$ cat src/rtl/dcachePkg.sv
//////////////////////////////////////////////////////////////////////
// sizes, address fields and bus types for the direct-mapped L1 cache
// all accesses are full 32-bit words on word-aligned addresses
//////////////////////////////////////////////////////////////////////
package dcachePkg;

	localparam int xlen = 32;
	localparam int paBits = 32;
	localparam int lineWords = 4;
	localparam int numLines = 16;

	// address split: tag | index | word | byte
	localparam int byteBits = $clog2(xlen / 8);
	localparam int wordBits = $clog2(lineWords);
	localparam int offsetBits = byteBits + wordBits;
	localparam int indexBits = $clog2(numLines);
	localparam int tagBits = paBits - indexBits - offsetBits;

	typedef logic [xlen-1:0] wordT;
	typedef logic [paBits-1:0] addrT;
	typedef logic [indexBits-1:0] indexT;
	typedef logic [tagBits-1:0] tagT;
	typedef wordT [lineWords-1:0] lineT;

	typedef struct packed {
		logic valid;
		logic dirty;
		tagT tag;
	} tagEntryT;

	typedef struct packed {
		logic read;
		logic write;
		logic cacheable;
		addrT addr;
		wordT wdata;
	} cpuReqT;

	typedef struct packed {
		logic read;
		logic write;
		addrT addr;
		wordT wdata;
	} busReqT;

	typedef struct packed {
		logic ack;
		wordT rdata;
	} busRspT;

	typedef enum logic [2:0] {
		busIdle,
		busWriteBack,
		busRefill,
		busSingleRead,
		busSingleWrite
	} busModeT;

	function automatic tagT addrTag(addrT addr);
		return addr[paBits-1 -: tagBits];
	endfunction

	function automatic indexT addrIndex(addrT addr);
		return addr[offsetBits +: indexBits];
	endfunction

	function automatic logic [wordBits-1:0] addrWord(addrT addr);
		return addr[byteBits +: wordBits];
	endfunction

endpackage

$ cat src/rtl/cacheArray.sv
//////////////////////////////////////////////////////////////////////
// register array, combinational read, one write port per clock
// reset clears every entry, so a tag store starts invalid and clean
//////////////////////////////////////////////////////////////////////
`timescale 1ns/10ps

module cacheArray #(
	parameter int depth = 16,
	parameter type payloadT = dcachePkg::wordT
) (
	input logic clk,
	input logic reset,
	input dcachePkg::indexT readIndex,
	output payloadT readEntry,
	input logic writeEnable,
	input dcachePkg::indexT writeIndex,
	input payloadT writeEntry
);

	payloadT entries [depth];

	// read port has no clock, the controller sees the entry in the same cycle
	assign readEntry = entries[readIndex];

	always_ff @(posedge clk, posedge reset) begin
		if (reset) begin
			for (int i = 0; i < depth; i++) begin
				entries[i] <= '0;
			end
		end else if (writeEnable) begin
			entries[writeIndex] <= writeEntry;
		end
	end

endmodule

$ cat config.mk
export PLATFORM = sky130hd
export DESIGN_NAME = cacheArray
export DESIGN_NICKNAME = d
export VERILOG_FILES = /design/src/rtl/dcachePkg.sv /design/src/rtl/cacheArray.sv
export SDC_FILE = /design/constraint.sdc
export NUM_CORES = 1
export LEC_CHECK = 0
export ABC_AREA = 1
export BUFFER_PORTS_ARGS = -buffer_cell sky130_fd_sc_hd__buf_4
export CORE_MARGIN = 4
export CORE_UTILIZATION = 65
export CTS_CLUSTER_DIAMETER = 80
export DETAILED_ROUTE_END_ITERATION = 8
export GPL_ROUTABILITY_DRIVEN = 0
export MAX_ROUTING_LAYER = met4
export PLACE_DENSITY = 0.83
export SYNTH_ARGS = -nofsm -noshare
export SYNTH_HDL_FRONTEND = slang
export SYNTH_SLANG_ARGS = --single-unit
$ cat constraint.sdc
create_clock -name clk -period 43.4 [get_ports clk]
set_clock_uncertainty 0.15 [all_clocks]
set_input_delay 0 -clock clk [delete_from_list [all_inputs] [get_ports clk]]
set_output_delay 0 -clock clk [all_outputs]
set_load 0.01 [all_outputs]
==> flow_metrics.py <==
metrics = {
    "outcome": {
        "status": "complete, but fails checks",
        "violations": "hold timing",
    },
    "finish": {
        "final_nets": 3282,
        "top_register": "entries",
        "syn2layout_area_growth_pct": 10.67,
        "largest_reg_flops": 512,
        "multi_input_area_um2": 9072,
        "top_regs": "entries x512",
        "final_core_util_pct": 73.56,
        "layout-drive-gt1-share_pct": 6.447,
        "fillers": 2745,
        "regArea_um2": 12810,
        "final_area_um2": 27120,
    },
    "place": {
        "io_buffers": 74,
        "placed_cell_area_um2": 25030,
        "dp_hpwl_um": 35810,
    },
    "clock_network": {
        "clkSinkCount": 512,
        "clk_latency_ns": 0.57,
        "clockBufferDepth": 3,
        "post_cts_resized": 0,
        "cts_tree": "yes",
        "root_buffer": "clkbuf_16",
        "clkTransAtPathRegs_ns": 0.06,
        "h-tree-depth": 2,
        "cts_buffers": 52,
    },
    "die": {
        "fp.dieArea_um2": 40880,
        "io_pins": 75,
        "start_util_pct": 66.47,
        "die_width_um": 202.2,
        "core_area_um2": 36870,
        "std_cell_rows": 70,
        "die_h_um": 202.2,
    },
    "synth": {
        "synth.area.mux_share_pct": 0,
        "synth_adder_area_share_pct": 0,
        "syn_avg_cell_area_um2": 7.477,
        "ys_seq_area_share_pct": 52.27,
        "synth_simple_gate_area_share_pct": 25.94,
        "synth-compound-area-share_pct": 10.99,
        "yosys_register_bits": 512,
        "ys_types": 19,
        "synthesis.instances": 3278,
        "synth_nets": 3321,
        "ys_warn_count": 0,
        "synth_xor_area_share_pct": 0,
        "synth_top_family_by_area": "simple AND/OR/NAND/NOR gates",
        "synth_area_um2": 24510,
    },
    "timing": {
        "fin_hold_ws_ns": -0.0004163,
        "finalHoldViolCount": 1,
        "rsz0062_at_grt": "no",
        "fin_crit_sh_pct": 7.786,
        "setup_viol": 0,
        "setup-tns-final_ns": 0,
        "tightest_slew_ns": 1.150,
        "min_period_ns": 3.379,
        "slew_violations": 0,
        "slew_headroom_pct": 23.34,
        "fmax_ghz": 0.2959,
    },
    "grt": {
        "top_usage_layer": "met2",
        "met1_usage_pct": 44.67,
        "grtUsageMet2_pct": 53.72,
        "grt_max_degree": 155,
        "grt_use_total_pct": 34.21,
        "grt_first_pass_wirelength_um": 110400,
        "grt_pass1_vias": 21440,
        "grt_antenna_before_repair": 0,
        "use_met3_pct": 5.808,
        "gr-total-overflow": 0,
    },
    "power": {
        "vdd_drop_max_uv": 34.02,
        "cellPowerDensity_nw_per_um2": 48.25,
        "p_leak_nw": 13.89,
    },
    "hold_path": {
        "hold_class": "in2async",
    },
    "worst_setup_path": {
        "crit_slowest_cell": "buf_4",
        "critPathKind": "in2out",
        "cp_max_fo": 128,
        "start_kind": "primary input",
        "cp.arrival_ns": 3.23,
        "reg2reg_from": "entries[71]",
        "slowest_delay_ns": 0.93,
        "crit-reg2reg-capture": "entries[71]",
        "rr_worst_depth": 3,
        "crit_chain": "clkbuf_8, inv_6, buf_4, nand2_1, nand2_1, nand2_1, nand3_1, nand3_1, nand2_1, buf_4",
        "cp-end-kind": "primary output",
        "crit_required_ns": 43.25,
        "rrSetupSlack_ns": 42.06,
        "crit_top_cell": "nand2_1",
    },
    "detailed_routing": {
        "drc_errors": 0,
        "vias_per_cell": 5.746,
        "ant_nets": 0,
        "wl_per_cell_um": 17.91,
        "wirelength_um": 67650,
        "vias": 21710,
        "dr.first_iter.drc_count": 2574,
        "drtPass1Iterations": 7,
    },
    "flow_run": {
        "maxCapViolCount": 0,
    },
}
layout by cell type, fill, tap and decap left out, types with 8 or more instances in the layout:
cell	instances
o21ai_0	516
clkinv_2	8
buf_4	98
o21ai_1	22
dlygate4sd3_1	40
nand3_1	390
nand2_1	1118
clkbuf_8	16
inv_1	453
clkbuf_16	53
dfrtp_1	512
clkbuf_1	9
metal layers:
| metal | part of all wire, % | wire length [um] |
|---|---|---|
| met5 | 0 | 0 |
| met4 | 4.0 | 2711 |
| met3 | 10 | 6874 |
| met2 | 47 | 31600 |
| met1 | 39 | 26470 |
power breakdown:
group	switching, mW	internal (mW)	leakage [nW]	total (mW)
clock	0.181	0.265	0.845	0.446
sequential	0.0473	0.579	6.41	0.626
combinational	0.149	0.0875	6.64	0.237
synthesized netlist by cell type:
| library cell | count | share of area, % |
|---|---|---|
| buf_1 | 25 | 0.38 |
| buf_2 | 37 | 0.76 |
| buf_4 | 1 | 0.031 |
| clkbuf_1 | 170 | 2.6 |
| dfrtp_1 | 512 | 52 |
| inv_1 | 455 | 7.0 |
| inv_2 | 4 | 0.061 |
| nand2_1 | 1121 | 17 |
| nand2_2 | 3 | 0.077 |
| nand3_1 | 392 | 8.0 |
| nand3_2 | 4 | 0.16 |
| nor2_1 | 2 | 0.031 |
| nor2_2 | 2 | 0.051 |
| nor2_4 | 4 | 0.18 |
| nor3_2 | 1 | 0.041 |
| nor3_4 | 1 | 0.066 |
| o21ai_0 | 516 | 11 |
| o21ai_1 | 22 | 0.45 |
| or2_2 | 6 | 0.15 |
stage by stage:
step,cells,power [mW],setup WS [ns]
after global placement,3649,0.8446,40.16
after floorplan,3278,0.7952,28.95
after CTS,3777,1.311,40.10
after detailed placement,3649,0.8611,40.13
after global routing,3777,1.384,39.85
final,3778,1.309,40.02
worst max path at each step:
stage / start / to / slack, ns / cells past startpoint
final: readIndex[0] / readEntry[28] / 40.02 / 10
after global routing: readIndex[0] / readEntry[30] / 39.85 / 9
after CTS: readIndex[0] / readEntry[30] / 40.10 / 10
after detailed placement: readIndex[0] / readEntry[30] / 40.13 / 10
after global placement: readIndex[0] / readEntry[26] / 40.16 / 10
after floorplan: reset / entries[0] / 28.95 / 1
worst max-delay path: cells and delay by family:
kind,cells,cell delay (ns)
buffers and inverters,4,2.36
AND/OR/NAND/NOR,6,0.69
cell families (layout without fill, tap and decap cells):
kind of cell    Yosys count  in the layout
flops                   512            512
buf+inv                 692            687
other cells               0              1
compound gates          538            538
simple gates           1536           1536
area by class of cell:
cell class | instances | share of cell area, %
tap | 504 | 2.325
antenna | 1 | 0.009226
multi-input combinational | 2074 | 33.45
sequential | 512 | 47.23
timing repair buffer | 140 | 4.313
inverter | 459 | 6.416
clock inverter | 11 | 0.4797
clock buffer | 77 | 5.775
what timing repair did:
| action | in CTS | in global routing |
|---|---|---|
| endpoints found under the hold margin | 634 | 0 |
| hold buffers | 40 | 0 |
| setup buffers | 0 | 0 |
No activity file was read; power rests on OpenSTA's default activity.
