===== src/rtl/dcachePkg.sv =====
//////////////////////////////////////////////////////////////////////
// sizes, address fields and bus types for the direct-mapped L1 cache
// all accesses are full 32-bit words on word-aligned addresses
//////////////////////////////////////////////////////////////////////
package dcachePkg;

	localparam int xlen = 32;
	localparam int paBits = 32;
	localparam int lineWords = 4;
	localparam int numLines = 16;

	// address split: tag | index | word | byte
	localparam int byteBits = $clog2(xlen / 8);
	localparam int wordBits = $clog2(lineWords);
	localparam int offsetBits = byteBits + wordBits;
	localparam int indexBits = $clog2(numLines);
	localparam int tagBits = paBits - indexBits - offsetBits;

	typedef logic [xlen-1:0] wordT;
	typedef logic [paBits-1:0] addrT;
	typedef logic [indexBits-1:0] indexT;
	typedef logic [tagBits-1:0] tagT;
	typedef wordT [lineWords-1:0] lineT;

	typedef struct packed {
		logic valid;
		logic dirty;
		tagT tag;
	} tagEntryT;

	typedef struct packed {
		logic read;
		logic write;
		logic cacheable;
		addrT addr;
		wordT wdata;
	} cpuReqT;

	typedef struct packed {
		logic read;
		logic write;
		addrT addr;
		wordT wdata;
	} busReqT;

	typedef struct packed {
		logic ack;
		wordT rdata;
	} busRspT;

	typedef enum logic [2:0] {
		busIdle,
		busWriteBack,
		busRefill,
		busSingleRead,
		busSingleWrite
	} busModeT;

	function automatic tagT addrTag(addrT addr);
		return addr[paBits-1 -: tagBits];
	endfunction

	function automatic indexT addrIndex(addrT addr);
		return addr[offsetBits +: indexBits];
	endfunction

	function automatic logic [wordBits-1:0] addrWord(addrT addr);
		return addr[byteBits +: wordBits];
	endfunction

endpackage


===== src/rtl/cacheController.sv =====
//////////////////////////////////////////////////////////////////////
// cache FSM for hit, write-back, refill and uncached word access
// the CPU must hold cpuReq steady while stall is high
//////////////////////////////////////////////////////////////////////
`timescale 1ns/10ps

module cacheController (
	input logic clk,
	input logic reset,
	input dcachePkg::cpuReqT cpuReq,
	input dcachePkg::tagEntryT tagEntry,
	input logic busDone,
	output logic stall,
	output dcachePkg::busModeT busMode,
	output logic lineWrite,
	output logic tagWrite,
	output dcachePkg::tagEntryT newTagEntry,
	output logic refillSel,
	output logic uncachedSel,
	output logic readLoad
);
	import dcachePkg::*;

	typedef enum logic [2:0] {
		idle,
		writeBack,
		refill,
		fillWrite,
		uncachedDone
	} stateT;

	stateT state;
	stateT nextState;
	logic anyReq;
	logic hit;
	logic victimDirty;

	assign anyReq = cpuReq.read || cpuReq.write;
	assign hit = tagEntry.valid && (tagEntry.tag == addrTag(cpuReq.addr));
	assign victimDirty = tagEntry.valid && tagEntry.dirty;

	always_ff @(posedge clk, posedge reset) begin
		if (reset) begin
			state <= idle;
		end else begin
			state <= nextState;
		end
	end

	//////////////////////////////////////////////////////////////////////
	// next state and outputs
	//////////////////////////////////////////////////////////////////////
	always_comb begin
		nextState = state;
		stall = 1'b0;
		busMode = busIdle;
		lineWrite = 1'b0;
		tagWrite = 1'b0;
		refillSel = 1'b0;
		uncachedSel = 1'b0;
		readLoad = 1'b0;
		newTagEntry.valid = 1'b1;
		newTagEntry.dirty = 1'b0;
		newTagEntry.tag = addrTag(cpuReq.addr);

		case (state)
			idle: begin
				if (anyReq && !cpuReq.cacheable) begin
					// single beat runs here, completion is in uncachedDone
					stall = 1'b1;
					busMode = cpuReq.write ? busSingleWrite : busSingleRead;
					if (busDone) begin
						nextState = uncachedDone;
					end
				end else if (anyReq && hit) begin
					readLoad = cpuReq.read;
					lineWrite = cpuReq.write;
					tagWrite = cpuReq.write;
					newTagEntry.dirty = 1'b1;
				end else if (anyReq) begin
					stall = 1'b1;
					nextState = victimDirty ? writeBack : refill;
				end
			end
			writeBack: begin
				stall = 1'b1;
				busMode = busWriteBack;
				if (busDone) begin
					nextState = refill;
				end
			end
			refill: begin
				stall = 1'b1;
				busMode = busRefill;
				if (busDone) begin
					nextState = fillWrite;
				end
			end
			fillWrite: begin
				// fresh line is clean, the request then hits in idle
				stall = 1'b1;
				refillSel = 1'b1;
				lineWrite = 1'b1;
				tagWrite = 1'b1;
				nextState = idle;
			end
			uncachedDone: begin
				uncachedSel = 1'b1;
				readLoad = cpuReq.read;
				nextState = idle;
			end
			default: begin
				nextState = idle;
			end
		endcase
	end

endmodule


===== config.mk =====
export PLATFORM = sky130hd
export DESIGN_NAME = cacheController
export DESIGN_NICKNAME = d
export VERILOG_FILES = /design/src/rtl/dcachePkg.sv /design/src/rtl/cacheController.sv
export SDC_FILE = /design/constraint.sdc
export NUM_CORES = 1
export LEC_CHECK = 0
export ABC_AREA = 0
export BUFFER_PORTS_ARGS = -buffer_cell sky130_fd_sc_hd__clkbuf_2
export CORE_ASPECT_RATIO = 1.75
export CORE_MARGIN = 1.5
export CORE_UTILIZATION = 29
export DETAILED_ROUTE_END_ITERATION = 6
export GPL_TIMING_DRIVEN = 0
export PLACE_DENSITY = 0.85
export SLEW_MARGIN = 20
export SYNTH_ARGS = -nofsm -noshare
export SYNTH_HDL_FRONTEND = slang
export SYNTH_SLANG_ARGS = --single-unit

===== constraint.sdc =====
create_clock -name clk -period 2 [get_ports clk]
set_input_delay 0.3 -clock clk [delete_from_list [all_inputs] [get_ports clk]]
set_output_delay 0.3 -clock clk [all_outputs]
set_load 0.02 [all_outputs]

==> key figures <==
Logic synthesis
  – Ys flop type: dfrtp_1
  – Syn Std Cell Area: 860 um^2
  – Ys Warns: 0
  – Yosys top cell area share: a little under a quarter
  – Net Count, Synth: ~210
  – Top cell type by total area after synthesis: buf_4
  – Post-synth top cells: buf_4, xnor2_1, nor2_1
  – Post-synth EDFFs: 0
  – Distinct cells, synth: 35
  – Ranking of synthesized cells by area: buf_4, xnor2_1, xor2_1, dfrtp_1, nor2_1
  – Seq/Total Area, Yosys: 8.73%
  – Most frequent cell after synthesis: buf_4
  – Mapped Avg Cell Area: roughly 7.7 um^2
  – Synth async-reset ratio: between 90% and 100%
  – Flop and latch count out of synthesis: 3
  – Cells after Synth: 112

Finish
  – Area grow syn2layout: 84.3%
  – Most flops, register: state
  – Fin nets: 304
  – Number of flip-flops in the largest register: 3
  – Core Util, Final: 55.3%
  – Largest registers: state: 3 flops
  – Diodes inserted: 0
  – Filler instances: about 280
  – Flip-flop and latch area: about 75 um^2
  – Area taken by multi-input logic gates: roughly 680 um^2
  – Share of post-route cells with drive strength above 1: approximately two thirds

Routing
  – Drt pass-1 iters: 4
  – Post-Route WL: around 2700 um
  – DR vias: ~1.1k
  – WL per Instance: between 10 and 15 um
  – Remaining DRCs: 0
  – DR iter-0 viols: 13
  – Via-to-Cell Ratio: roughly 4.6
  – Detail Route Antenna Nets: 0

Global route
  – Vias in the first global route: between 900 and 1k
  – First-pass GRT wire length: between 3000 and 4000 um
  – Largest net degree at the start of global routing: 11
  – Congestion Overflow GR: 0
  – Initial antenna violation count: 0
  – Total GRT Usage: between 10% and 20%

Timing
  – Period utilisation layout: 105%
  – Max-slew violation count: 0
  – Final Skew: 0.00444 ns
  – Final worst path period need: 2.10 ns
  – Endpoints failing setup: 3
  – RSZ-0062 raised after global routing: true
  – Final Hold Fails: 0
  – F_max: 0.476 GHz
  – Setup WS post-layout: -0.102 ns
  – Final hold slack: between 0.4 and 0.5 ns

Die
  – Ports: roughly 130
  – Row cnt: 26
  – Die Y: around 75 um
  – Die area: around 3300 um^2
  – CORE AREA: between 2000 and 3000 um^2
  – Initial Util: between 30% and 40%
  – Die width: around 44 um

Worst setup path
  – WS Path Type: in -> out
  – CP max FO: 3
  – Crit path DAT: approximately 1.8 ns
  – Critical Path RT: roughly 1.7 ns
  – Critical Path Source Type: primary input
  – Critical path capture point type: output port

CTS
  – Clock Tree Buf Depth: 2
  – CTS clk-pin slew, worst paths: ~0.03 ns
  – Clk_lat worst skew: between 0.2 and 0.25 ns
  – Root Driver: clkbuf_8
  – Inserted Clock Buffers: 3
  – CTS tree: yes
  – Clk sink count: 3
  – H-tree depth: 1

Power
  – Combinational Power Share: between 70% and 80%
  – Peak supply drop: 0.446 mV
  – Switching Share: 44.1%
  – Clk pwr share: between 15 and 20%
  – Leakage power: 0.000882 uW
  – Total power: 1020 uW
  – Sw power: 448 uW
  – Seq pwr share: 9.4%
  – Power Density: about 640 nW/um^2
  – Cell Int Power: about 570 uW

Place
  – Port buffer count: 89
  – Gpl congestion: about 0.8
  – DPL Wire Length: approximately 2200 um
  – Pre-CTS setup slack: -0.340 ns

Run status
  – Failing checks: setup timing
  – Status: finished, violations left

Job
  – Max Cap Viol: 0

Min path
  – HP Class: in -> reg
[power by group through the flow]
stage	logic, uW	clock network [uW]	registers [uW]
6_report	746	174	95.4
5_1_grt	802	186	97.9
4_1_cts	699	177	95.1
3_5_place_dp	668	0	95.5
3_3_place_gp	659	0	95.3
2_1_floorplan	473	0	93.3
[metrics by stage]
| stage | std cells | TNS [ns] | cell area [um^2] |
|---|---|---|---|
| detailed placement | 229 | -1.16 | 1350 |
| global placement | 229 | -1.34 | 1350 |
| global route | 235 | -0.692 | 1580 |
| finish | 235 | -0.232 | 1580 |
| CTS | 235 | -0.121 | 1470 |
| floorplan | 112 | 0 | 866 |
[final cells by class]
type / count / area share [%]
Buffer: 29 / 13.5
Clock buffer: 4 / 2.84
Inverter: 3 / 0.711
Multi-Input combinational cell: 77 / 43.2
Sequential cell: 3 / 4.74
Tap cell: 28 / 2.21
Timing Repair Buffer: 91 / 32.8
[worst paths after layout]
check | cells after the start | slack [ns] | to | start
max reg2reg | 5 | 0.50 | state[0]$_DFFE_PP0P_ | state[1]$_DFFE_PP0P_
min | 3 | 0.44 | state[0]$_DFFE_PP0P_ | busDone
min reg2reg | 2 | 0.76 | state[0]$_DFFE_PP0P_ | state[0]$_DFFE_PP0P_
max in group asynchronous | 3 | 1.40 | state[2]$_DFFE_PP0P_ | reset
min in group asynchronous | 3 | 0.47 | state[1]$_DFFE_PP0P_ | reset
max | 8 | -0.10 | tagWrite | tagEntry[6]
[worst max-delay path: stages]
cell and delay (ns):
buf_8 0.10, xor2_4 0.18, nor4b_4 0.27, nand4_1 0.19, nor4_4 0.31, a31o_1 0.23, buf_6 0.11, buf_8 0.10
[timing repair]
action	CTS	global route
hold buffers	1	0
hold endpoints to repair	3	0
gates resized for setup	9	23
endpoints found under the setup margin	5	5
buffers inserted	1	0
pin swaps	8	14
[cell families (layout without fill, tap and decap cells)]
family,after synthesis,in the layout,share of synthesized area [%]
AOI/OAI and AO/OA,12,12,11.2
DFF,3,3,8.73
and+or+nand+nor,40,40,29.4
buffers and inverters,32,127,25.8
other,1,1,0.436
xor gates and xnor gates,24,24,24.5
[routing by layer]
layer / up-vias / routed length, um / GRT usage, %
li1: 552 / - / -
met1: 476 / 854 / 13.3
met2: 52 / 1650 / 30.7
met3: 2 / 170 / 2.40
met4: 0 / 16 / 5.05
met5: - / 0 / 0
[placed cells by master, fill, tap and decap left out, drive strengths merged, types with 2 or more instances in the layout]
cell type  netlist  layout
a21oi            3       3
buf             29      37
clkbuf           0      86
dfrtp            3       3
inv              2       2
nand2            5       5
nand4            4       4
nand4b           3       3
nor2            10      10
nor2b            2       2
nor3             3       3
nor4             2       2
nor4b            2       2
o211a            3       3
or4              2       2
xnor2           15      15
xor2             9       9
(Power assumes the default switching activity.)
