## src/rtl/dcachePkg.sv

```systemverilog
//////////////////////////////////////////////////////////////////////
// sizes, address fields and bus types for the direct-mapped L1 cache
// all accesses are full 32-bit words on word-aligned addresses
//////////////////////////////////////////////////////////////////////
package dcachePkg;

	localparam int xlen = 32;
	localparam int paBits = 32;
	localparam int lineWords = 4;
	localparam int numLines = 16;

	// address split: tag | index | word | byte
	localparam int byteBits = $clog2(xlen / 8);
	localparam int wordBits = $clog2(lineWords);
	localparam int offsetBits = byteBits + wordBits;
	localparam int indexBits = $clog2(numLines);
	localparam int tagBits = paBits - indexBits - offsetBits;

	typedef logic [xlen-1:0] wordT;
	typedef logic [paBits-1:0] addrT;
	typedef logic [indexBits-1:0] indexT;
	typedef logic [tagBits-1:0] tagT;
	typedef wordT [lineWords-1:0] lineT;

	typedef struct packed {
		logic valid;
		logic dirty;
		tagT tag;
	} tagEntryT;

	typedef struct packed {
		logic read;
		logic write;
		logic cacheable;
		addrT addr;
		wordT wdata;
	} cpuReqT;

	typedef struct packed {
		logic read;
		logic write;
		addrT addr;
		wordT wdata;
	} busReqT;

	typedef struct packed {
		logic ack;
		wordT rdata;
	} busRspT;

	typedef enum logic [2:0] {
		busIdle,
		busWriteBack,
		busRefill,
		busSingleRead,
		busSingleWrite
	} busModeT;

	function automatic tagT addrTag(addrT addr);
		return addr[paBits-1 -: tagBits];
	endfunction

	function automatic indexT addrIndex(addrT addr);
		return addr[offsetBits +: indexBits];
	endfunction

	function automatic logic [wordBits-1:0] addrWord(addrT addr);
		return addr[byteBits +: wordBits];
	endfunction

endpackage

```

## src/rtl/cacheDatapath.sv

```systemverilog
//////////////////////////////////////////////////////////////////////
// read word select, write merge and the CPU read-data register
// readData keeps its value until the next completed read
//////////////////////////////////////////////////////////////////////
`timescale 1ns/10ps

module cacheDatapath (
	input logic clk,
	input logic reset,
	input dcachePkg::cpuReqT cpuReq,
	input dcachePkg::lineT storedLine,
	input dcachePkg::lineT fillLine,
	input logic refillSel,
	input logic uncachedSel,
	input logic readLoad,
	output dcachePkg::lineT writeLine,
	output dcachePkg::wordT readData
);
	import dcachePkg::*;

	logic [wordBits-1:0] wordSel;
	wordT nextRead;
	lineT mergedLine;

	assign wordSel = addrWord(cpuReq.addr);
	assign nextRead = uncachedSel ? fillLine[0] : storedLine[wordSel];

	// a write hit replaces one word and keeps the rest of the line
	always_comb begin
		mergedLine = storedLine;
		mergedLine[wordSel] = cpuReq.wdata;
	end

	assign writeLine = refillSel ? fillLine : mergedLine;

	always_ff @(posedge clk, posedge reset) begin
		if (reset) begin
			readData <= '0;
		end else if (readLoad) begin
			readData <= nextRead;
		end
	end

endmodule

```

## config.mk

```make
export PLATFORM = sky130hd
export DESIGN_NAME = cacheDatapath
export DESIGN_NICKNAME = d
export VERILOG_FILES = /design/src/rtl/dcachePkg.sv /design/src/rtl/cacheDatapath.sv
export SDC_FILE = /design/constraint.sdc
export NUM_CORES = 1
export LEC_CHECK = 0
export ABC_AREA = 1
export BUFFER_PORTS_ARGS = -buffer_cell sky130_fd_sc_hd__buf_4
export CAP_MARGIN = 10
export CORE_AREA = 10 10 181 183
export CTS_BUF_LIST = sky130_fd_sc_hd__clkbuf_4
export DETAILED_ROUTE_END_ITERATION = 10
export DIE_AREA = 0 0 191 193
export PLACE_DENSITY = 0.43
export SYNTH_ARGS = -nofsm -noshare
export SYNTH_HDL_FRONTEND = slang
export SYNTH_SLANG_ARGS = --single-unit
export TNS_END_PERCENT = 20
```

## constraint.sdc

```tcl
create_clock -name clk -period 1.4 [get_ports clk]
set_input_delay 0.14 -clock clk [delete_from_list [all_inputs] [get_ports clk]]
set_output_delay 0.14 -clock clk [all_outputs]
set_load 0.05 [all_outputs]
```

==> results.toml, run 1 <==
[floorplanning]
die_w_um = 191
rows = 63
dieHeight_um = 193
placeableCoreArea_um2 = 29200
num_io_pins = 488
floorplan.initialDensity = 0.178
die-area_um2 = 36900

[layout]
final_core_util = 0.361
final_nets = 1831
layout-drive-gt1-share = 0.427
area_growth_pct = 103
largest_register_ffs = 32
reg_top3 = "readData: 32 flops"
top_register = "readData"

[placement]
hpwlAfterDp_um = 32900
place_ws_ns = -0.00778
port_buffers = 454
place_congestion = 0.831

[synthesis]
netlist_instances = 1073
synth_common_cells = "578 x nand2_1, 139 x nor2_1, 96 x a31oi_1"
ys_types = 14
ys.flop_type = "dfrtp_1"
netlist_area_um2 = 5190
seq_area_frac_synth = 0.154
synth_area_leaders = "nand2_1 42%, dfrtp_1 15%, a31oi_1 12%"
async_flop_share = 1.00
yosysMostFrequentCell = "nand2_1"
ys_seq_elements = 32
synth_top_area_frac = 0.418
syn-num-nets = 1401
synth_enable_flop_cells = 0
synth_area_leader_cell = "nand2_1"
synth.avg_cell_area_um2 = 4.84
yosys_warnings = 0

[min_path]
hp-start = "fillLine[10]"
hold_path.class = "input port to flip-flop"
holdPathEnd = "readData[10]"
whs_path_depth = 5

[worst_setup_path]
worstPathCellList = "buf_4 -> nor2_4 -> buf_12 -> buf_12 -> a21oi_1 -> a21oi_2 -> buf_6"
critPathCaptureType = "output pin"
rrSetupSlack_ns = 0.72
cpPeakStageDelay_ns = 0.20
crit_top_cell = "buf_12"
rr_endpoint = "readData[16]"
cp_slowest_cell = "buf_12"
required_ns = 1.26
cp.arrival_ns = 1.24
worst-path-stages = 7
worstSetupPathType = "input port to output pin"
crit_family = "buffers and inverters"
r2r-start = "readData[16]"
path_max_fanout = 17
start_kind = "input port"
critPathBufInv = 4
ff2ff_path_depth = 2

[detailed_routing]
dr.pass1.iters = 4
drc = 0
drtIter0Drc = 397
viasPerCell = 4.67
postRouteAntennaNets = 0
post_drt_wl_per_cell_um = 21.7
routed_wl_um = 41200
dr_total_vias = 8851

[grt]
grt_max_degree = 51
antenna_found_initial = 2
grt_pass1_wl_um = 58600
grt.overflow.total = 0
grt_usage = 0.209
first_global_vias = 9121

[sta]
skew_ns = 0
slew_viol_final = 0
worst_pin_slew_ns = 0.508
finalSetupViolCount = 0
max_freq_mhz = 724
setup_slack_ns = 0.0184
fin_hold_ws_ns = 0.113
final.period_utilization = 0.987
period_needed_ns = 1.38
relSlewSlack = 0.661
hold_viol = 0
finalSetupTns_ns = 0
rsz0062_at_grt = "true"

[clock_network]
worstSkewPairLatency_ns = 0.35
clockBufferDepth = 2
clock-sinks = 32
path_clk_slew_ns = 0.12
numCtsBuffers = 5
cts_tree = "done"
htree_levels = 2
cts-root-buf = "clkbuf_4"

[pwr]
power_leakage_nw = 5.37
ir_drop_uv = 428
powerDensity_nw_per_um2 = 675

[run_status]
status = "complete, no violations"

[job]
drv_cap = 0
## final cells by class
type / instances / area [µm²]
clock buffers: 6 / 45.0
diodes: 2 / 5.00
well taps: 390 / 488
clock inverters: 2 / 35.0
multi-input cells: 928 / 4780
fillers: 3251 / 18700
inverters: 28 / 124
flip-flops and latches: 32 / 801
repair buffers: 508 / 4280
## per-layer routing
metal | vias up | wire length [µm] | global-route usage
li1 | 4305 | - | -
met1 | 4187 | 16500 | 0.238
met2 | 327 | 20600 | 0.377
met3 | 32 | 3480 | 0.0642
met4 | 0 | 680 | 0.0430
met5 | - | 0 | 0
## logic make-up after synthesis
logic type,share of synthesized area
AO/OA/AOI/OAI,0.203
flip-flops,0.154
buffers and inverters,0.0918
AND/OR/NAND/NOR,0.550
## worst reg2reg max path, cell delays in order, from the launching register on
cell	delay, ns
dfrtp_1	0.44
nand2_1	0.09
nand2_1	0.05
## where the power goes
| part | internal (W) | leakage, nW | switching (W) |
|---|---|---|---|
| clock | 0.000394 | 0.0457 | 0.000382 |
| combinational | 0.00189 | 4.94 | 0.00336 |
| sequential | 0.00103 | 0.388 | 0.0000650 |
| total | 0.00332 | 5.37 | 0.00381 |
## cell usage in the layout, fill, tap and decap left out
| cell type | netlist | layout |
|---|---|---|
| nor2_1 | 139 | 138 |
| dfrtp_1 | 32 | 32 |
| clkbuf_4 | 0 | 6 |
| a22oi_2 | 0 | 16 |
| nand3_1 | 32 | 32 |
| buf_16 | 0 | 1 |
| a31oi_4 | 0 | 21 |
| a31oi_1 | 96 | 13 |
| buf_6 | 0 | 33 |
| inv_8 | 0 | 1 |
| nand2_1 | 578 | 576 |
| a21oi_2 | 0 | 14 |
| inv_2 | 3 | 6 |
| clkbuf_16 | 0 | 1 |
| bufinv_16 | 0 | 1 |
| buf_12 | 0 | 24 |
| nor2_4 | 0 | 1 |
| clkinv_2 | 0 | 2 |
| nand2_4 | 0 | 3 |
| inv_6 | 0 | 1 |
| clkinv_4 | 0 | 1 |
| dlygate4sd3_1 | 0 | 1 |
| diode_2 | 0 | 2 |
| a21oi_1 | 64 | 50 |
| a31oi_2 | 0 | 62 |
| a22oi_1 | 18 | 2 |
| inv_1 | 25 | 18 |
| buf_4 | 1 | 448 |
## through the flow
stage          power (W)  std cells  instance area (µm²)
3_5_place_dp     0.00631       1883                10300
5_1_grt          0.00755       1896                10600
3_3_place_gp     0.00629       1883                10300
6_report         0.00713       1896                10600
2_1_floorplan    0.00411       1073                 6030
4_1_cts          0.00716       1893                10400
## repair_timing
item,in CTS,in global routing
resized for setup,6,36
hold buffers,1,0
gates cloned,1,1
buffers inserted,0,0
pin swaps,0,0
hold endpoints to repair,14,0
endpoints found under the setup margin,6,77
## worst max-delay path by stage
| stage | startpoint | end | slack (ns) |
|---|---|---|---|
| after floorplan | cpuReq[35] | writeLine[71] | -0.29 |
| after global placement | cpuReq[35] | writeLine[8] | -0.008 |
| after detailed placement | cpuReq[34] | writeLine[74] | -0.008 |
| after CTS | cpuReq[35] | writeLine[32] | -0.009 |
| after global routing | cpuReq[35] | writeLine[26] | -0.03 |
| final | cpuReq[35] | writeLine[3] | 0.02 |
(Power assumes the default switching activity.)
==> run 2, diff against run 1 <==
--- a/config.mk
+++ b/config.mk
@@ -12,7 +12,6 @@
 export CTS_BUF_LIST = sky130_fd_sc_hd__clkbuf_4
 export DETAILED_ROUTE_END_ITERATION = 10
 export DIE_AREA = 0 0 191 193
-export PLACE_DENSITY = 0.43
 export SYNTH_ARGS = -nofsm -noshare
 export SYNTH_HDL_FRONTEND = slang
 export SYNTH_SLANG_ARGS = --single-unit
==> results.toml, run 2 (synthesized netlist as in run 1, its figures left out) <==
[run_status]
status = "complete, but fails checks"
violations = "setup timing"

[layout]
fill_cells = 3175
largest_register_ffs = 32
final_cell_mix = "574 x nand2_1, 495 x buf_4, 138 x nor2_1"
design_area_um2 = 11000
layout-drive-gt1-share = 0.444
layout_commonest_cell = "nand2_1"
top_register = "readData"
area_growth_pct = 111
final_nets = 1872
multi_input_comb_area_um2 = 4820
ff_latch_area_um2 = 801
reg_top3 = "readData: 32 flops"

[clock_network]
worstSkewPairLatency_ns = 0.36
path_clk_slew_ns = 0.11
clockBufferDepth = 2
cts-root-buf = "clkbuf_4"
htree_levels = 2
clock-sinks = 32
numCtsBuffers = 5
cts_tree = "done"

[sta]
slew_viol_final = 0
period_needed_ns = 1.41
finalSetupViolCount = 1
final.period_utilization = 1.01
worst_pin_slew_ns = 0.464
hold_viol = 0
relSlewSlack = 0.691
skew_ns = 0
max_freq_mhz = 708
setup_slack_ns = -0.0131
rsz0062_at_grt = "true"

[floorplanning]
num_io_pins = 488
dieHeight_um = 193
die_w_um = 191
placeableCoreArea_um2 = 29200
floorplan.initialDensity = 0.178
rows = 63
die-area_um2 = 36900

[pwr]
power_switching_w = 0.00389
power_frac_clock = 0.084
ir_drop_uv = 277
seq_power_share = 0.155
power.share.combinational = 0.762
intPower_w = 0.00320
powerDensity_nw_per_um2 = 646
power_leakage_nw = 5.58
sw_frac_of_total = 0.549

[worst_setup_path]
critPathCaptureType = "output pin"
startpoint = "cpuReq[35]"
required_ns = 1.26
path_max_fanout = 23
r2r-start = "readData[5]"
cp.arrival_ns = 1.27
start_kind = "input port"
worstSetupPathType = "input port to output pin"

[job]
drv_cap = 0

[detailed_routing]
dr_total_vias = 9233
drtIter0Drc = 436
viasPerCell = 4.77
dr.pass1.iters = 4
routed_wl_um = 40700
post_drt_wl_per_cell_um = 21.0
drc = 0
postRouteAntennaNets = 0

[placement]
place_congestion = 0.894
hpwlAfterDp_um = 32400
port_buffers = 454
dpl_cell_area_um2 = 10500
place_ws_ns = -0.0625

[grt]
first_global_vias = 9465
grt_max_degree = 41
grt_pass1_wl_um = 57200
grt.overflow.total = 0
grt_usage = 0.203
antenna_found_initial = 2

[min_path]
hold_path.class = "input port to flip-flop"
hp-start = "fillLine[10]"
-- run 2: final timing paths --
kind                                       to  slack [ns]  depth (start not counted)
worst max-delay path            writeLine[52]       -0.01                          8
min in group asynchronous         readData[2]        0.32                          4
worst min-delay path             readData[10]        0.10                          5
max in group asynchronous        readData[11]        0.87                          4
worst max register to register    readData[5]        0.76                          2
worst min register to register    readData[8]        0.49                          2
-- run 2: timing repair --
item,4_1_cts,5_1_grt
hold endpoints to repair,32,0
gates resized for setup,8,28
pin swaps,2,5
setup endpoints to repair,45,44
gates cloned,0,3
setup buffers,3,9
hold buffers,1,0
-- run 2: routing by layer --
metal | vias up | part of all wire | track usage
met5 | - | 0.00017 | 0
met4 | 2 | 0.035 | 0.0787
met3 | 74 | 0.11 | 0.0694
met2 | 480 | 0.49 | 0.361
met1 | 4278 | 0.37 | 0.218
li1 | 4399 | - | -
-- run 2: worst max-delay path: stages --
cell and delay [ns]:
buf_6 0.12, inv_2 0.06, nand2_2 0.09, inv_2 0.10
buf_12 0.22, nand2_1 0.13, a31oi_4 0.16, buf_4 0.23
-- run 2: power by group through the flow --
stage / clock [W] / sequential (W) / combinational (W)
after floorplan: 0 / 0.00149 / 0.00262
after global placement: 0 / 0.00111 / 0.00524
after detailed placement: 0 / 0.00111 / 0.00526
after CTS: 0.000653 / 0.00110 / 0.00529
after global routing: 0.000682 / 0.00111 / 0.00570
final: 0.000594 / 0.00109 / 0.00539
-- run 2: cell type report --
class                   count  area share
multi-input cells         928       0.440
repair buffers            549       0.426
flip-flops and latches     32      0.0731
well taps                 390      0.0445
inverters                  28      0.0120
clock buffers               5     0.00343
clock inverters             2    0.000685
diodes                      1    0.000228
-- run 2: stage by stage --
stage | power, W | TNS (ns) | hold WS (ns) | utilization | instances
floorplan | 0.00411 | -13.22 | 0.256 | - | 1073
global placement | 0.00635 | -1.07 | 0.192 | 0.360 | 1912
detailed placement | 0.00637 | -0.863 | 0.198 | 0.360 | 1912
CTS | 0.00704 | 0 | 0.0562 | 0.364 | 1922
global route | 0.00749 | -0.379 | 0.0732 | 0.375 | 1935
finish | 0.00708 | -0.0131 | 0.100 | 0.375 | 1935
