<file path="src/rtl/dcachePkg.sv">
//////////////////////////////////////////////////////////////////////
// sizes, address fields and bus types for the direct-mapped L1 cache
// all accesses are full 32-bit words on word-aligned addresses
//////////////////////////////////////////////////////////////////////
package dcachePkg;

	localparam int xlen = 32;
	localparam int paBits = 32;
	localparam int lineWords = 4;
	localparam int numLines = 16;

	// address split: tag | index | word | byte
	localparam int byteBits = $clog2(xlen / 8);
	localparam int wordBits = $clog2(lineWords);
	localparam int offsetBits = byteBits + wordBits;
	localparam int indexBits = $clog2(numLines);
	localparam int tagBits = paBits - indexBits - offsetBits;

	typedef logic [xlen-1:0] wordT;
	typedef logic [paBits-1:0] addrT;
	typedef logic [indexBits-1:0] indexT;
	typedef logic [tagBits-1:0] tagT;
	typedef wordT [lineWords-1:0] lineT;

	typedef struct packed {
		logic valid;
		logic dirty;
		tagT tag;
	} tagEntryT;

	typedef struct packed {
		logic read;
		logic write;
		logic cacheable;
		addrT addr;
		wordT wdata;
	} cpuReqT;

	typedef struct packed {
		logic read;
		logic write;
		addrT addr;
		wordT wdata;
	} busReqT;

	typedef struct packed {
		logic ack;
		wordT rdata;
	} busRspT;

	typedef enum logic [2:0] {
		busIdle,
		busWriteBack,
		busRefill,
		busSingleRead,
		busSingleWrite
	} busModeT;

	function automatic tagT addrTag(addrT addr);
		return addr[paBits-1 -: tagBits];
	endfunction

	function automatic indexT addrIndex(addrT addr);
		return addr[offsetBits +: indexBits];
	endfunction

	function automatic logic [wordBits-1:0] addrWord(addrT addr);
		return addr[byteBits +: wordBits];
	endfunction

endpackage

</file>
<file path="src/rtl/busEngine.sv">
//////////////////////////////////////////////////////////////////////
// memory bus master, one word per beat, request held until ack
// busMode must stay steady for the whole transfer
//////////////////////////////////////////////////////////////////////
`timescale 1ns/10ps

module busEngine (
	input logic clk,
	input logic reset,
	input dcachePkg::busModeT busMode,
	input dcachePkg::cpuReqT cpuReq,
	input dcachePkg::lineT victimLine,
	input dcachePkg::tagT victimTag,
	output dcachePkg::busReqT busReq,
	input dcachePkg::busRspT busRsp,
	output logic busDone,
	output dcachePkg::lineT fillLine
);
	import dcachePkg::*;

	logic [wordBits-1:0] beatCount;
	logic [wordBits-1:0] fillSlot;
	logic singleBeat;
	logic lastBeat;
	logic beatAck;

	assign singleBeat = (busMode == busSingleRead) || (busMode == busSingleWrite);
	assign beatAck = busRsp.ack && (busMode != busIdle);
	assign lastBeat = singleBeat || (beatCount == wordBits'(lineWords - 1));
	assign busDone = beatAck && lastBeat;

	// counter wraps after the last line beat, so a refill may follow directly
	always_ff @(posedge clk, posedge reset) begin
		if (reset) begin
			beatCount <= '0;
		end else if (busMode == busIdle) begin
			beatCount <= '0;
		end else if (beatAck) begin
			beatCount <= beatCount + 1'b1;
		end
	end

	//////////////////////////////////////////////////////////////////////
	// beat address and write data
	//////////////////////////////////////////////////////////////////////
	always_comb begin
		busReq = '0;
		case (busMode)
			busWriteBack: begin
				busReq.write = 1'b1;
				busReq.addr = {victimTag, addrIndex(cpuReq.addr), beatCount, {byteBits{1'b0}}};
				busReq.wdata = victimLine[beatCount];
			end
			busRefill: begin
				busReq.read = 1'b1;
				busReq.addr = {addrTag(cpuReq.addr), addrIndex(cpuReq.addr), beatCount,
					{byteBits{1'b0}}};
			end
			busSingleRead: begin
				busReq.read = 1'b1;
				busReq.addr = cpuReq.addr;
			end
			busSingleWrite: begin
				busReq.write = 1'b1;
				busReq.addr = cpuReq.addr;
				busReq.wdata = cpuReq.wdata;
			end
			default: begin
			end
		endcase
	end

	// an uncached read lands in word 0
	assign fillSlot = (busMode == busSingleRead) ? '0 : beatCount;

	always_ff @(posedge clk) begin
		if (beatAck && busReq.read) begin
			fillLine[fillSlot] <= busRsp.rdata;
		end
	end

endmodule

</file>
<file path="config.mk">
export PLATFORM = sky130hd
export DESIGN_NAME = busEngine
export DESIGN_NICKNAME = d
export VERILOG_FILES = /design/src/rtl/dcachePkg.sv /design/src/rtl/busEngine.sv
export SDC_FILE = /design/constraint.sdc
export NUM_CORES = 1
export LEC_CHECK = 0
export CORE_AREA = 2 2 174 176
export CTS_BUF_LIST = sky130_fd_sc_hd__clkbuf_8
export DETAILED_ROUTE_END_ITERATION = 10
export DIE_AREA = 0 0 176 178
export DONT_BUFFER_PORTS = 1
export PLACE_DENSITY = 0.43
export SYNTH_ARGS = -nofsm -noshare
export SYNTH_HDL_FRONTEND = slang
export SYNTH_SLANG_ARGS = --single-unit
export TNS_END_PERCENT = 20
</file>
<file path="constraint.sdc">
create_clock -name clk -period 2.5 [get_ports clk]
set_input_delay 0.125 -clock clk [delete_from_list [all_inputs] [get_ports clk]]
set_output_delay 0.125 -clock clk [all_outputs]
set_load 0.01 [all_outputs]
</file>
==> out/qor.txt, run 1 <==
H-tree lvl count = 4
reg-to-reg slack, setup = 820 ps
Vias = 3280
GRT overflow = 0
Non-Filler Instances = 733
crit path cell chain = buf_12, mux4_1, a22o_1
synth warn = 0
post-synth top area cell = edfxtp_1
FF-to-FF Start = beatCount[1]
hold path startpoint = busRsp[32]
clock latency on the worst-skew pair = 430 ps
Synth async-reset ratio = 1.54%
r2r worst-path depth = 2
clk sink count = 130
Syn Std Cell Area = 5560 µm²
Total Neg Setup Slack = 0 ps
routed wire length = 19200 µm
critical path capture point type = output port
std cell rows = 63
Hold Vio Cnt, Final = 0
critical path launch point type = flop
Syn Inst Count = 282
vias in the first global route = 3145
root buf cell = clkbuf_8
GRT Util Overall = 11.1%
worst path arrival time = 2130 ps
total CTS buffers = 17
Syn Nets = 540
largest net degree at the start of global routing = 38
Mean Syn Cell Area = 19.7 µm²
router iterations before antenna repair = 5
Cell Count Post-Placement = 658
Setup CP Type = reg2out
slew margin rel. = 44.5%
RD Place Congestion = 0.846
Slew Limit Fails = 0
EDFF count, synth = 128
R2R Path End = fillLine[62]
synthesized flop and latch total = 130
Port Buffers = 0
most frequent cells after synthesis = 128 x edfxtp_1, 56 x a22o_1, 26 x mux4_2
first-pass GRT wire length = 24100 µm
synth top area cells = edfxtp_1 69%, mux4_2 11%, a22o_1 8.8%
register area share after synthesis = 70.1%
CTS clk-pin slew, worst paths = 90 ps
share of cells above drive strength 1 = 21.3%
die height = 178 µm
CTS tree = built
Max FO, Critical Path = 26
CP required = 2380 ps
worst vdd ir = 0.455 mV
Worst-Margin Slew = 832 ps
min cycle time layout = 2260 ps
CP max stage delay = 670 ps
Setup-failing EPs final = 0
PwrDens = 853 nW/µm²
Core ar. = 29400 µm²
DR DRC count = 0
final worst-path cycle share = 90.4%
Die W = 176 µm
wire per inst = 26.3 µm
Ports = 452
Max Buffers Root-to-Sink = 2
HP Class = in2reg
area growth from synthesis to layout = 23.4%
Initial Util = 18.9%
worst clock skew = 16.3 ps
most frequent cell after synthesis = edfxtp_1
pre-CTS setup slack = 686 ps
overall power = 5.85 mW
MaxCap Viol Count = 0
post-DR vias/cell = 4.47
final worst setup slack = 240 ps
Worst path slowest cell = mux4_1
Top FF cell, synth = edfxtp_1
synth unique cells = 35
RSZ-0062 raised after global routing = no
Top delay family on crit path = multiplexers
Final #Nets = 583
Antenna Nets Post-Route = 0
initial DRC count = 169
Leak = 2.19 nW
Worst Path Buf+Inv = 1
fmax = 443 MHz
share of the synthesized area in the top cell type = 69.2%
DP HPWL = 15000 µm
die area = 31300 µm²
outcome = finished clean
initial antenna violation count = 11
Post-Route Utilization = 23.3%
Worst Hold End = fillLine[15]
hold depth = 2
[worst max path at each step]
stage                       from            to  slack, ps  cells past startpoint
finish              beatCount[0]     busReq[9]        240                      3
global route        beatCount[0]     busReq[9]        120                      3
CTS                 beatCount[0]     busReq[9]        160                      3
detailed placement  beatCount[0]     busReq[9]        690                      3
global placement    beatCount[0]     busReq[9]        700                      3
floorplan           beatCount[1]  fillLine[64]        330                      4
[sequential cells by signal, summed over array words and instances, names as in the netlist]
signal / flops
fillLine: 128
beatCount: 2
[cells in the final DEF, fill, tap and decap left out, types with 2 or more instances in the layout]
| cell type | instances |
|---|---|
| and2_1 | 7 |
| inv_1 | 5 |
| mux4_1 | 6 |
| or2_1 | 2 |
| nor2b_1 | 2 |
| nand2_1 | 3 |
| buf_12 | 4 |
| diode_2 | 5 |
| a22oi_1 | 2 |
| dlygate4sd3_1 | 38 |
| dfrtp_2 | 2 |
| clkinv_4 | 2 |
| buf_4 | 5 |
| inv_6 | 2 |
| bufinv_16 | 5 |
| clkbuf_8 | 17 |
| nor2_1 | 4 |
| o21ai_1 | 2 |
| clkinvlp_4 | 2 |
| edfxtp_1 | 128 |
| a22o_1 | 56 |
| mux4_2 | 26 |
[cell families after synthesis]
logic type | count (synthesis) | share of synthesized area [%]
buffers and inverters | 25 | 3.20
XOR/XNOR | 2 | 0.315
adder cells (fa/ha/maj) | 1 | 0.225
multiplexers | 33 | 13.6
flip-flops | 130 | 70.1
AND/OR/NAND/NOR | 25 | 2.59
AO/OA/AOI/OAI | 66 | 10.0
[through the flow]
stage                     area (µm²)  hold WS (ps)
after floorplan                 5560          -134
after global placement          6010          -124
after detailed placement        6010          -111
after CTS                       6840           159
after global routing            6850           167
final                           6850           185
[worst register-to-register path, delay by kind of cell, from the launching register on]
family                 cells  cell delay [ps]
DFF                        1              540
buffers and inverters      1              420
and+or+nand+nor            1              280
[layout make-up]
type                            count  area (µm²)
Sequential cell                   130        3900
Clock buffer                       17         234
Tap cell                          390         488
Fill cell                        3016       22500
Clock inverter                     15         216
Timing Repair Buffer               47         498
Inverter                            2        7.51
Antenna cell                        5        12.5
Multi-Input combinational cell    127        1500
[report_power, final]
part           leakage (nW)  internal (mW)  switching [mW]
clock                 0.230           1.18           0.811
combinational         0.777          0.644           0.624
sequential             1.18           2.48           0.109
total                  2.19           4.31            1.54
[what timing repair did]
| action | 4_1_cts | 5_1_grt |
|---|---|---|
| hold endpoints to repair | 132 | 0 |
| hold buffers | 38 | 0 |
| resized for setup | 0 | 0 |
| buffers inserted | 0 | 0 |
[per-layer routing]
metal / up-vias / track usage, % / routed length (µm)
li1: 1292 / - / -
met1: 1652 / 11.6 / 6850
met2: 287 / 19.7 / 10000
met3: 35 / 4.77 / 1870
met4: 14 / 4.48 / 387
met5: - / 0 / 93
Power figures use the tool's default switching activity.
==> inputs of run 2 (changes only) <==
--- a/config.mk
+++ b/config.mk
@@ -5,10 +5,11 @@
 export SDC_FILE = /design/constraint.sdc
 export NUM_CORES = 1
 export LEC_CHECK = 0
-export CORE_AREA = 2 2 174 176
+export ABC_AREA = 1
+export CORE_AREA = 2 2 178 180
 export CTS_BUF_LIST = sky130_fd_sc_hd__clkbuf_8
 export DETAILED_ROUTE_END_ITERATION = 10
-export DIE_AREA = 0 0 176 178
+export DIE_AREA = 0 0 180 182
 export DONT_BUFFER_PORTS = 1
 export PLACE_DENSITY = 0.43
 export SYNTH_ARGS = -nofsm -noshare
==> out/qor.txt, run 2 <==
root buf cell = clkbuf_8 (unchanged)
Post-Route Utilization = 22.9% (was 23.3%)
worst clock skew = 12.2 ps (was 16.3 ps)
worst path arrival time = 1950 ps (was 2130 ps)
Hold Vio Cnt, Final = 0 (unchanged)
GRT Util Overall = 12.1% (was 11.1%)
Top FF cell, synth = edfxtp_1 (unchanged)
Worst-Margin Slew = 561 ps (was 832 ps)
Mean Syn Cell Area = 10.1 µm² (was 19.7 µm²)
Non-Filler Instances = 1030 (was 733)
hold_ws = 45.9 ps (was 185 ps)
Max FO, Critical Path = 19 (was 26)
die area = 32800 µm² (was 31300 µm²)
most frequent cells after synthesis = 288 x nand2_1, 128 x edfxtp_1, 98 x nand3_1 (was 128 x edfxtp_1, 56 x a22o_1, 26 x mux4_2)
multi-input logic area = 1700 µm² (was 1500 µm²)
Cell Count Post-Placement = 961 (was 658)
RSZ-0062 raised after global routing = no (unchanged)
MaxCap Viol Count = 0 (unchanged)
std cell rows = 65 (was 63)
Setup-failing EPs final = 0 (unchanged)
EDFF count, synth = 128 (unchanged)
max reg flops = 128 (unchanged)
post-DR vias/cell = 4.36 (was 4.47)
RD Place Congestion = 0.813 (was 0.846)
pre-CTS setup slack = 950 ps (was 686 ps)
CP required = 2380 ps (about the same)
slew margin rel. = 62.6% (was 44.5%)
largest net degree at the start of global routing = 67 (was 38)
die height = 182 µm (was 178 µm)
Initial Util = 18.8% (was 18.9%)
ant diodes = 0 (was 5)
critical path launch point type = input port (was flop)
Ports = 452 (unchanged)
GRT overflow = 0 (unchanged)
final worst setup slack = 423 ps (was 240 ps)
CTS clk-pin slew, worst paths = 80 ps (was 90 ps)
placed cell area = 6320 µm² (was 6010 µm²)
total CTS buffers = 17 (unchanged)
critical path capture point type = output port (unchanged)
register area share after synthesis = 66.8% (was 70.1%)
share of the synthesized area in the top cell type = 65.9% (was 69.2%)
r2r worst-path depth = 4 (was 2)
synth unique cells = 21 (was 35)
synth warn = 0 (unchanged)
Slew Limit Fails = 0 (unchanged)
Syn Nets = 838 (was 540)
routed wire length = 21200 µm (was 19200 µm)
post-synth top area cell = edfxtp_1 (unchanged)
CTS tree = built (unchanged)
fmax = 482 MHz (was 443 MHz)
first-pass GRT wire length = 29200 µm (was 24100 µm)
DP HPWL = 16400 µm (was 15000 µm)
Leak = 2.70 nW (was 2.19 nW)
wire per inst = 20.6 µm (was 26.3 µm)
synthesized flop and latch total = 130 (unchanged)
synth top area cells = edfxtp_1 66%, nand2_1 19%, nand3_1 8.4% (was edfxtp_1 69%, mux4_2 11%, a22o_1 8.8%)
Synth async-reset ratio = 1.54% (unchanged)
Syn Inst Count = 580 (was 282)
H-tree lvl count = 4 (unchanged)
Design Area, Final = 7080 µm² (was 6850 µm²)
Syn Std Cell Area = 5830 µm² (was 5560 µm²)
clk sink count = 130 (unchanged)
min cycle time layout = 2080 ps (was 2260 ps)
clock latency on the worst-skew pair = 430 ps (about the same)
PwrDens = 737 nW/µm² (was 853 nW/µm²)
area growth from synthesis to layout = 21.4% (was 23.4%)
outcome = finished clean (unchanged)
initial DRC count = 327 (was 169)
most frequent cell after synthesis = nand2_1 (was edfxtp_1)
router iterations before antenna repair = 5 (unchanged)
top flop regs = fillLine: 128 flops, beatCount: 2 flops (unchanged)
total area of sequential cells = 3890 µm² (was 3900 µm²)
final worst-path cycle share = 83.1% (was 90.4%)
share of cells above drive strength 1 = 8.92% (was 21.3%)
initial antenna violation count = 1 (was 11)
Max Buffers Root-to-Sink = 2 (unchanged)
most frequent cells in the layout = 288 x nand2_1, 128 x edfxtp_1, 98 x nand3_1 (was 128 x edfxtp_1, 56 x a22o_1, 38 x dlygate4sd3_1)
worst vdd ir = 0.265 mV (was 0.455 mV)
FILL cells = 3326 (was 3016)
Final #Nets = 873 (was 583)
Die W = 180 µm (was 176 µm)
Vias = 4489 (was 3280)
Core ar. = 31000 µm² (was 29400 µm²)
Largest Register = fillLine (unchanged)
HP Class = in2async (was in2reg)
Antenna Nets Post-Route = 0 (unchanged)
vias in the first global route = 4250 (was 3145)
Setup CP Type = in2out (was reg2out)
most common cell after layout, fill and taps aside = nand2_1 (was edfxtp_1)
DR DRC count = 0 (unchanged)
Port Buffers = 0 (unchanged)
## run 2: stage by stage
stage / TNS [ps] / power, mW
after floorplan: -31540 / 3.21
after global placement: 0 / 3.47
after detailed placement: 0 / 3.47
after CTS: 0 / 5.30
after global routing: 0 / 5.48
final: 0 / 5.22
## run 2: layout make-up
cell class | count | share of cell area, %
clock buffers | 17 | 3.30
flip-flops and latches | 130 | 55.0
clock inverters | 15 | 2.23
well taps | 402 | 7.10
multi-input cells | 402 | 24.0
inverters | 15 | 0.795
repair buffers | 49 | 7.56
## run 2: final timing paths
| kind | end | slack (ps) | from |
|---|---|---|---|
| worst max-delay path | busReq[28] | 420 | busMode[2] |
| worst min-delay path | beatCount[1] | 50 | reset |
| worst max register to register | beatCount[0] | 890 | beatCount[0] |
| worst min register to register | beatCount[1] | 730 | beatCount[0] |
| max in group asynchronous | beatCount[0] | 2320 | reset |
| min in group clk | beatCount[1] | 130 | busMode[0] |
## run 2: power by group
part | switching (mW) | leakage (nW) | total (mW) | internal (mW)
Clock | 0.845 | 0.195 | 1.74 | 0.895
Sequential | 0.0565 | 1.18 | 2.52 | 2.47
Combinational | 0.676 | 1.33 | 0.959 | 0.283
Total | 1.58 | 2.70 | 5.22 | 3.64
## run 2: critical path, stage by stage
cell and delay (ps):
dlygate4sd3_1 580, inv_2 110, nand3_2 120, inv_2 290, buf_4 320, nand3_1 170
nand2_1 210
## run 2: per-layer routing
metal	vias to the layer above	part of all wire (%)	GRT usage, %	wire, µm
met3	22	9.7	4.17	2060
li1	2017	-	-	-
met2	344	49	20.6	10300
met1	2106	40	14.3	8410
met4	0	1.9	4.00	406
met5	-	0	0	0
## run 2: repair_timing
action	CTS	global route
hold buffers	37	0
setup buffers	0	0
endpoints found under the hold margin	132	0
resized for setup	0	0
## run 2: cells by family after synthesis
kind of cell / after synthesis / synth area share, %
buf+inv: 48 / 4.65
flops: 130 / 66.8
simple gates: 398 / 28.1
fa+ha+maj: 1 / 0.214
compound gates: 3 / 0.300
==> inputs of run 3 (changes only) <==
--- a/config.mk
+++ b/config.mk
@@ -5,11 +5,11 @@
 export SDC_FILE = /design/constraint.sdc
 export NUM_CORES = 1
 export LEC_CHECK = 0
-export ABC_AREA = 1
-export CORE_AREA = 2 2 178 180
+export ABC_AREA = 0
+export CORE_AREA = 2 2 174 176
 export CTS_BUF_LIST = sky130_fd_sc_hd__clkbuf_8
 export DETAILED_ROUTE_END_ITERATION = 10
-export DIE_AREA = 0 0 180 182
+export DIE_AREA = 0 0 176 178
 export DONT_BUFFER_PORTS = 1
 export PLACE_DENSITY = 0.43
 export SYNTH_ARGS = -nofsm -noshare
==> constraint.sdc (replaced) <==
create_clock -name clk -period 1.9 [get_ports clk]
set_input_delay 0.095 -clock clk [delete_from_list [all_inputs] [get_ports clk]]
set_output_delay 0.095 -clock clk [all_outputs]
set_load 0.01 [all_outputs]
==> out/qor.txt, run 3 (synthesis results as in run 1) <==
Worst-Margin Slew = 421 ps (was 561 ps)
slew margin rel. = 71.7% (was 62.6%)
largest net degree at the start of global routing = 33 (was 67)
router iterations before antenna repair = 4 (was 5)
Vias = 3340 (was 4489)
MaxCap Viol Count = 0 (unchanged)
H-tree lvl count = 4 (unchanged)
GRT Util Overall = 12.5% (was 12.1%)
top flop regs = fillLine: 128 flops, beatCount: 2 flops (unchanged)
share of cells above drive strength 1 = 26.0% (was 8.92%)
Ports = 452 (unchanged)
crit path cell chain = buf_6, mux4_2, a22o_2 (was dlygate4sd3_1, inv_2, nand3_2, inv_2, buf_4, nand3_1, nand2_1)
fmax = 484 MHz
DR DRC count = 0 (unchanged)
Hold Vio Cnt, Final = 0 (unchanged)
worst vdd ir = 0.436 mV (was 0.265 mV)
GRT overflow = 0 (unchanged)
RSZ-0062 raised after global routing = yes (was no)
Total Neg Setup Slack = -3180 ps (was 0 ps)
Final #Nets = 596 (was 873)
clk sink count = 130 (unchanged)
placed cell area = 6100 µm² (was 6320 µm²)
PwrDens = 1140 nW/µm² (was 737 nW/µm²)
CP max stage delay = 540 ps (was 580 ps)
min cycle time layout = 2070 ps
final worst-path cycle share = 109%
die area = 31300 µm² (was 32800 µm²)
initial antenna violation count = 19 (was 1)
Design Area, Final = 7030 µm² (was 7080 µm²)
Port Buffers = 0 (unchanged)
post-DR vias/cell = 4.47 (was 4.36)
DP HPWL = 16800 µm (was 16400 µm)
most frequent cells in the layout = 128 x edfxtp_1, 53 x a22o_1, 38 x dlygate4sd3_1 (was 288 x nand2_1, 128 x edfxtp_1, 98 x nand3_1)
clock latency on the worst-skew pair = 440 ps (was 430 ps)
max reg flops = 128 (unchanged)
routed wire length = 21200 µm (about the same)
critical path capture point type = output port (unchanged)
Worst path slowest cell = mux4_2 (was dlygate4sd3_1)
hold depth = 2
HP Class = in2reg (was in2async)
initial DRC count = 203 (was 327)
failing checks = negative setup slack
Max FO, Critical Path = 10 (was 19)
critical path launch point type = flop (was input port)
final worst setup slack = -167 ps (was 423 ps)
total CTS buffers = 17 (unchanged)
Slew Limit Fails = 0 (unchanged)
most common cell after layout, fill and taps aside = edfxtp_1 (was nand2_1)
CTS clk-pin slew, worst paths = 90 ps (was 80 ps)
wire per inst = 28.4 µm (was 20.6 µm)
Die W = 176 µm (was 180 µm)
die height = 178 µm (was 182 µm)
Setup CP Type = reg2out (was in2out)
Setup-failing EPs final = 32 (was 0)
worst clock skew = 19.0 ps (was 12.2 ps)
worst path arrival time = 1970 ps (was 1950 ps)
vias in the first global route = 3204 (was 4250)
Max Buffers Root-to-Sink = 2 (unchanged)
r2r worst-path depth = 4 (unchanged)
outcome = complete, but fails checks (was finished clean)
Largest Register = fillLine (unchanged)
RD Place Congestion = 0.894 (was 0.813)
area growth from synthesis to layout = 26.4% (was 21.4%)
CP required = 1800 ps (was 2380 ps)
std cell rows = 63 (was 65)
CTS tree = built (unchanged)
root buf cell = clkbuf_8 (unchanged)
Core ar. = 29400 µm² (was 31000 µm²)
first-pass GRT wire length = 26100 µm (was 29200 µm)
Leak = 2.27 nW (was 2.70 nW)
Antenna Nets Post-Route = 0 (unchanged)
Initial Util = 18.9% (was 18.8%)
-- run 3: cell count changes in the layout (fill, tap and decap cells not counted), sizes merged, moves of 7 or more --
| cell | delta |
|---|---|
| nand3 | -99 |
| mux4 | +32 |
| and2 | +7 |
| buf | +10 |
| nand2 | -287 |
| diode | +8 |
| a22o | +56 |
| inv | -15 |
-- run 3: timing repair --
item | CTS | global route
buffers inserted | 3 | 2
hold endpoints to repair | 132 | 0
hold buffers | 38 | 0
pin swaps | 23 | 4
setup endpoints to repair | 33 | 33
cloned | 1 | 0
gates resized for setup | 14 | 0
-- run 3: layer usage --
layer | vias to the layer above | track usage [%] | wire length (µm)
met5 | - | 0 | 126
met4 | 18 | 5.61 | 682
met3 | 45 | 6.20 | 2320
met2 | 314 | 20.9 | 10300
met1 | 1646 | 13.2 | 7780
li1 | 1317 | - | -
-- run 3: worst paths after layout --
path | slack [ps] | end | from
setup / recovery | -170 | busReq[5] | beatCount[0]
min in group asynchronous | 520 | beatCount[0] | reset
hold / removal | 150 | fillLine[26] | busRsp[32]
hold reg to reg | 830 | beatCount[1] | beatCount[1]
max in group asynchronous | 1240 | beatCount[1] | reset
setup reg to reg | 350 | fillLine[17] | beatCount[0]
-- run 3: cell type report --
type	count	area [µm²]
multi-input combinational	127	1510
fill	3004	22400
timing repair buffer	60	657
tap	390	488
antenna	8	20.0
clock buffer	17	234
inverter	2	7.51
sequential	130	3900
clock inverter	14	214
-- run 3: where the power goes --
part           switching, mW  internal, mW  total [mW]
registers             0.0972          3.26        3.36
logic                  0.934          1.08        2.01
clock network           1.10          1.56        2.66
-- run 3: stage by stage --
| stage | setup slack [ps] | util [%] | hold WS (ps) | power (mW) | instances |
|---|---|---|---|---|---|
| floorplan | -208 | - | -164 | 4.74 | 282 |
| global placement | 216 | 20.7 | -155 | 5.11 | 666 |
| detailed placement | 178 | 20.7 | -152 | 5.13 | 666 |
| CTS | -233 | 23.9 | 120 | 8.19 | 739 |
| global route | -251 | 23.9 | 115 | 8.37 | 744 |
| finish | -167 | 23.9 | 155 | 8.03 | 748 |
-- run 3: critical path, delay by kind of cell, from the launching register on --
family / cells / cell delay, ps
mux: 1 / 540
compound gates: 1 / 330
buf+inv: 1 / 190
flops: 1 / 450
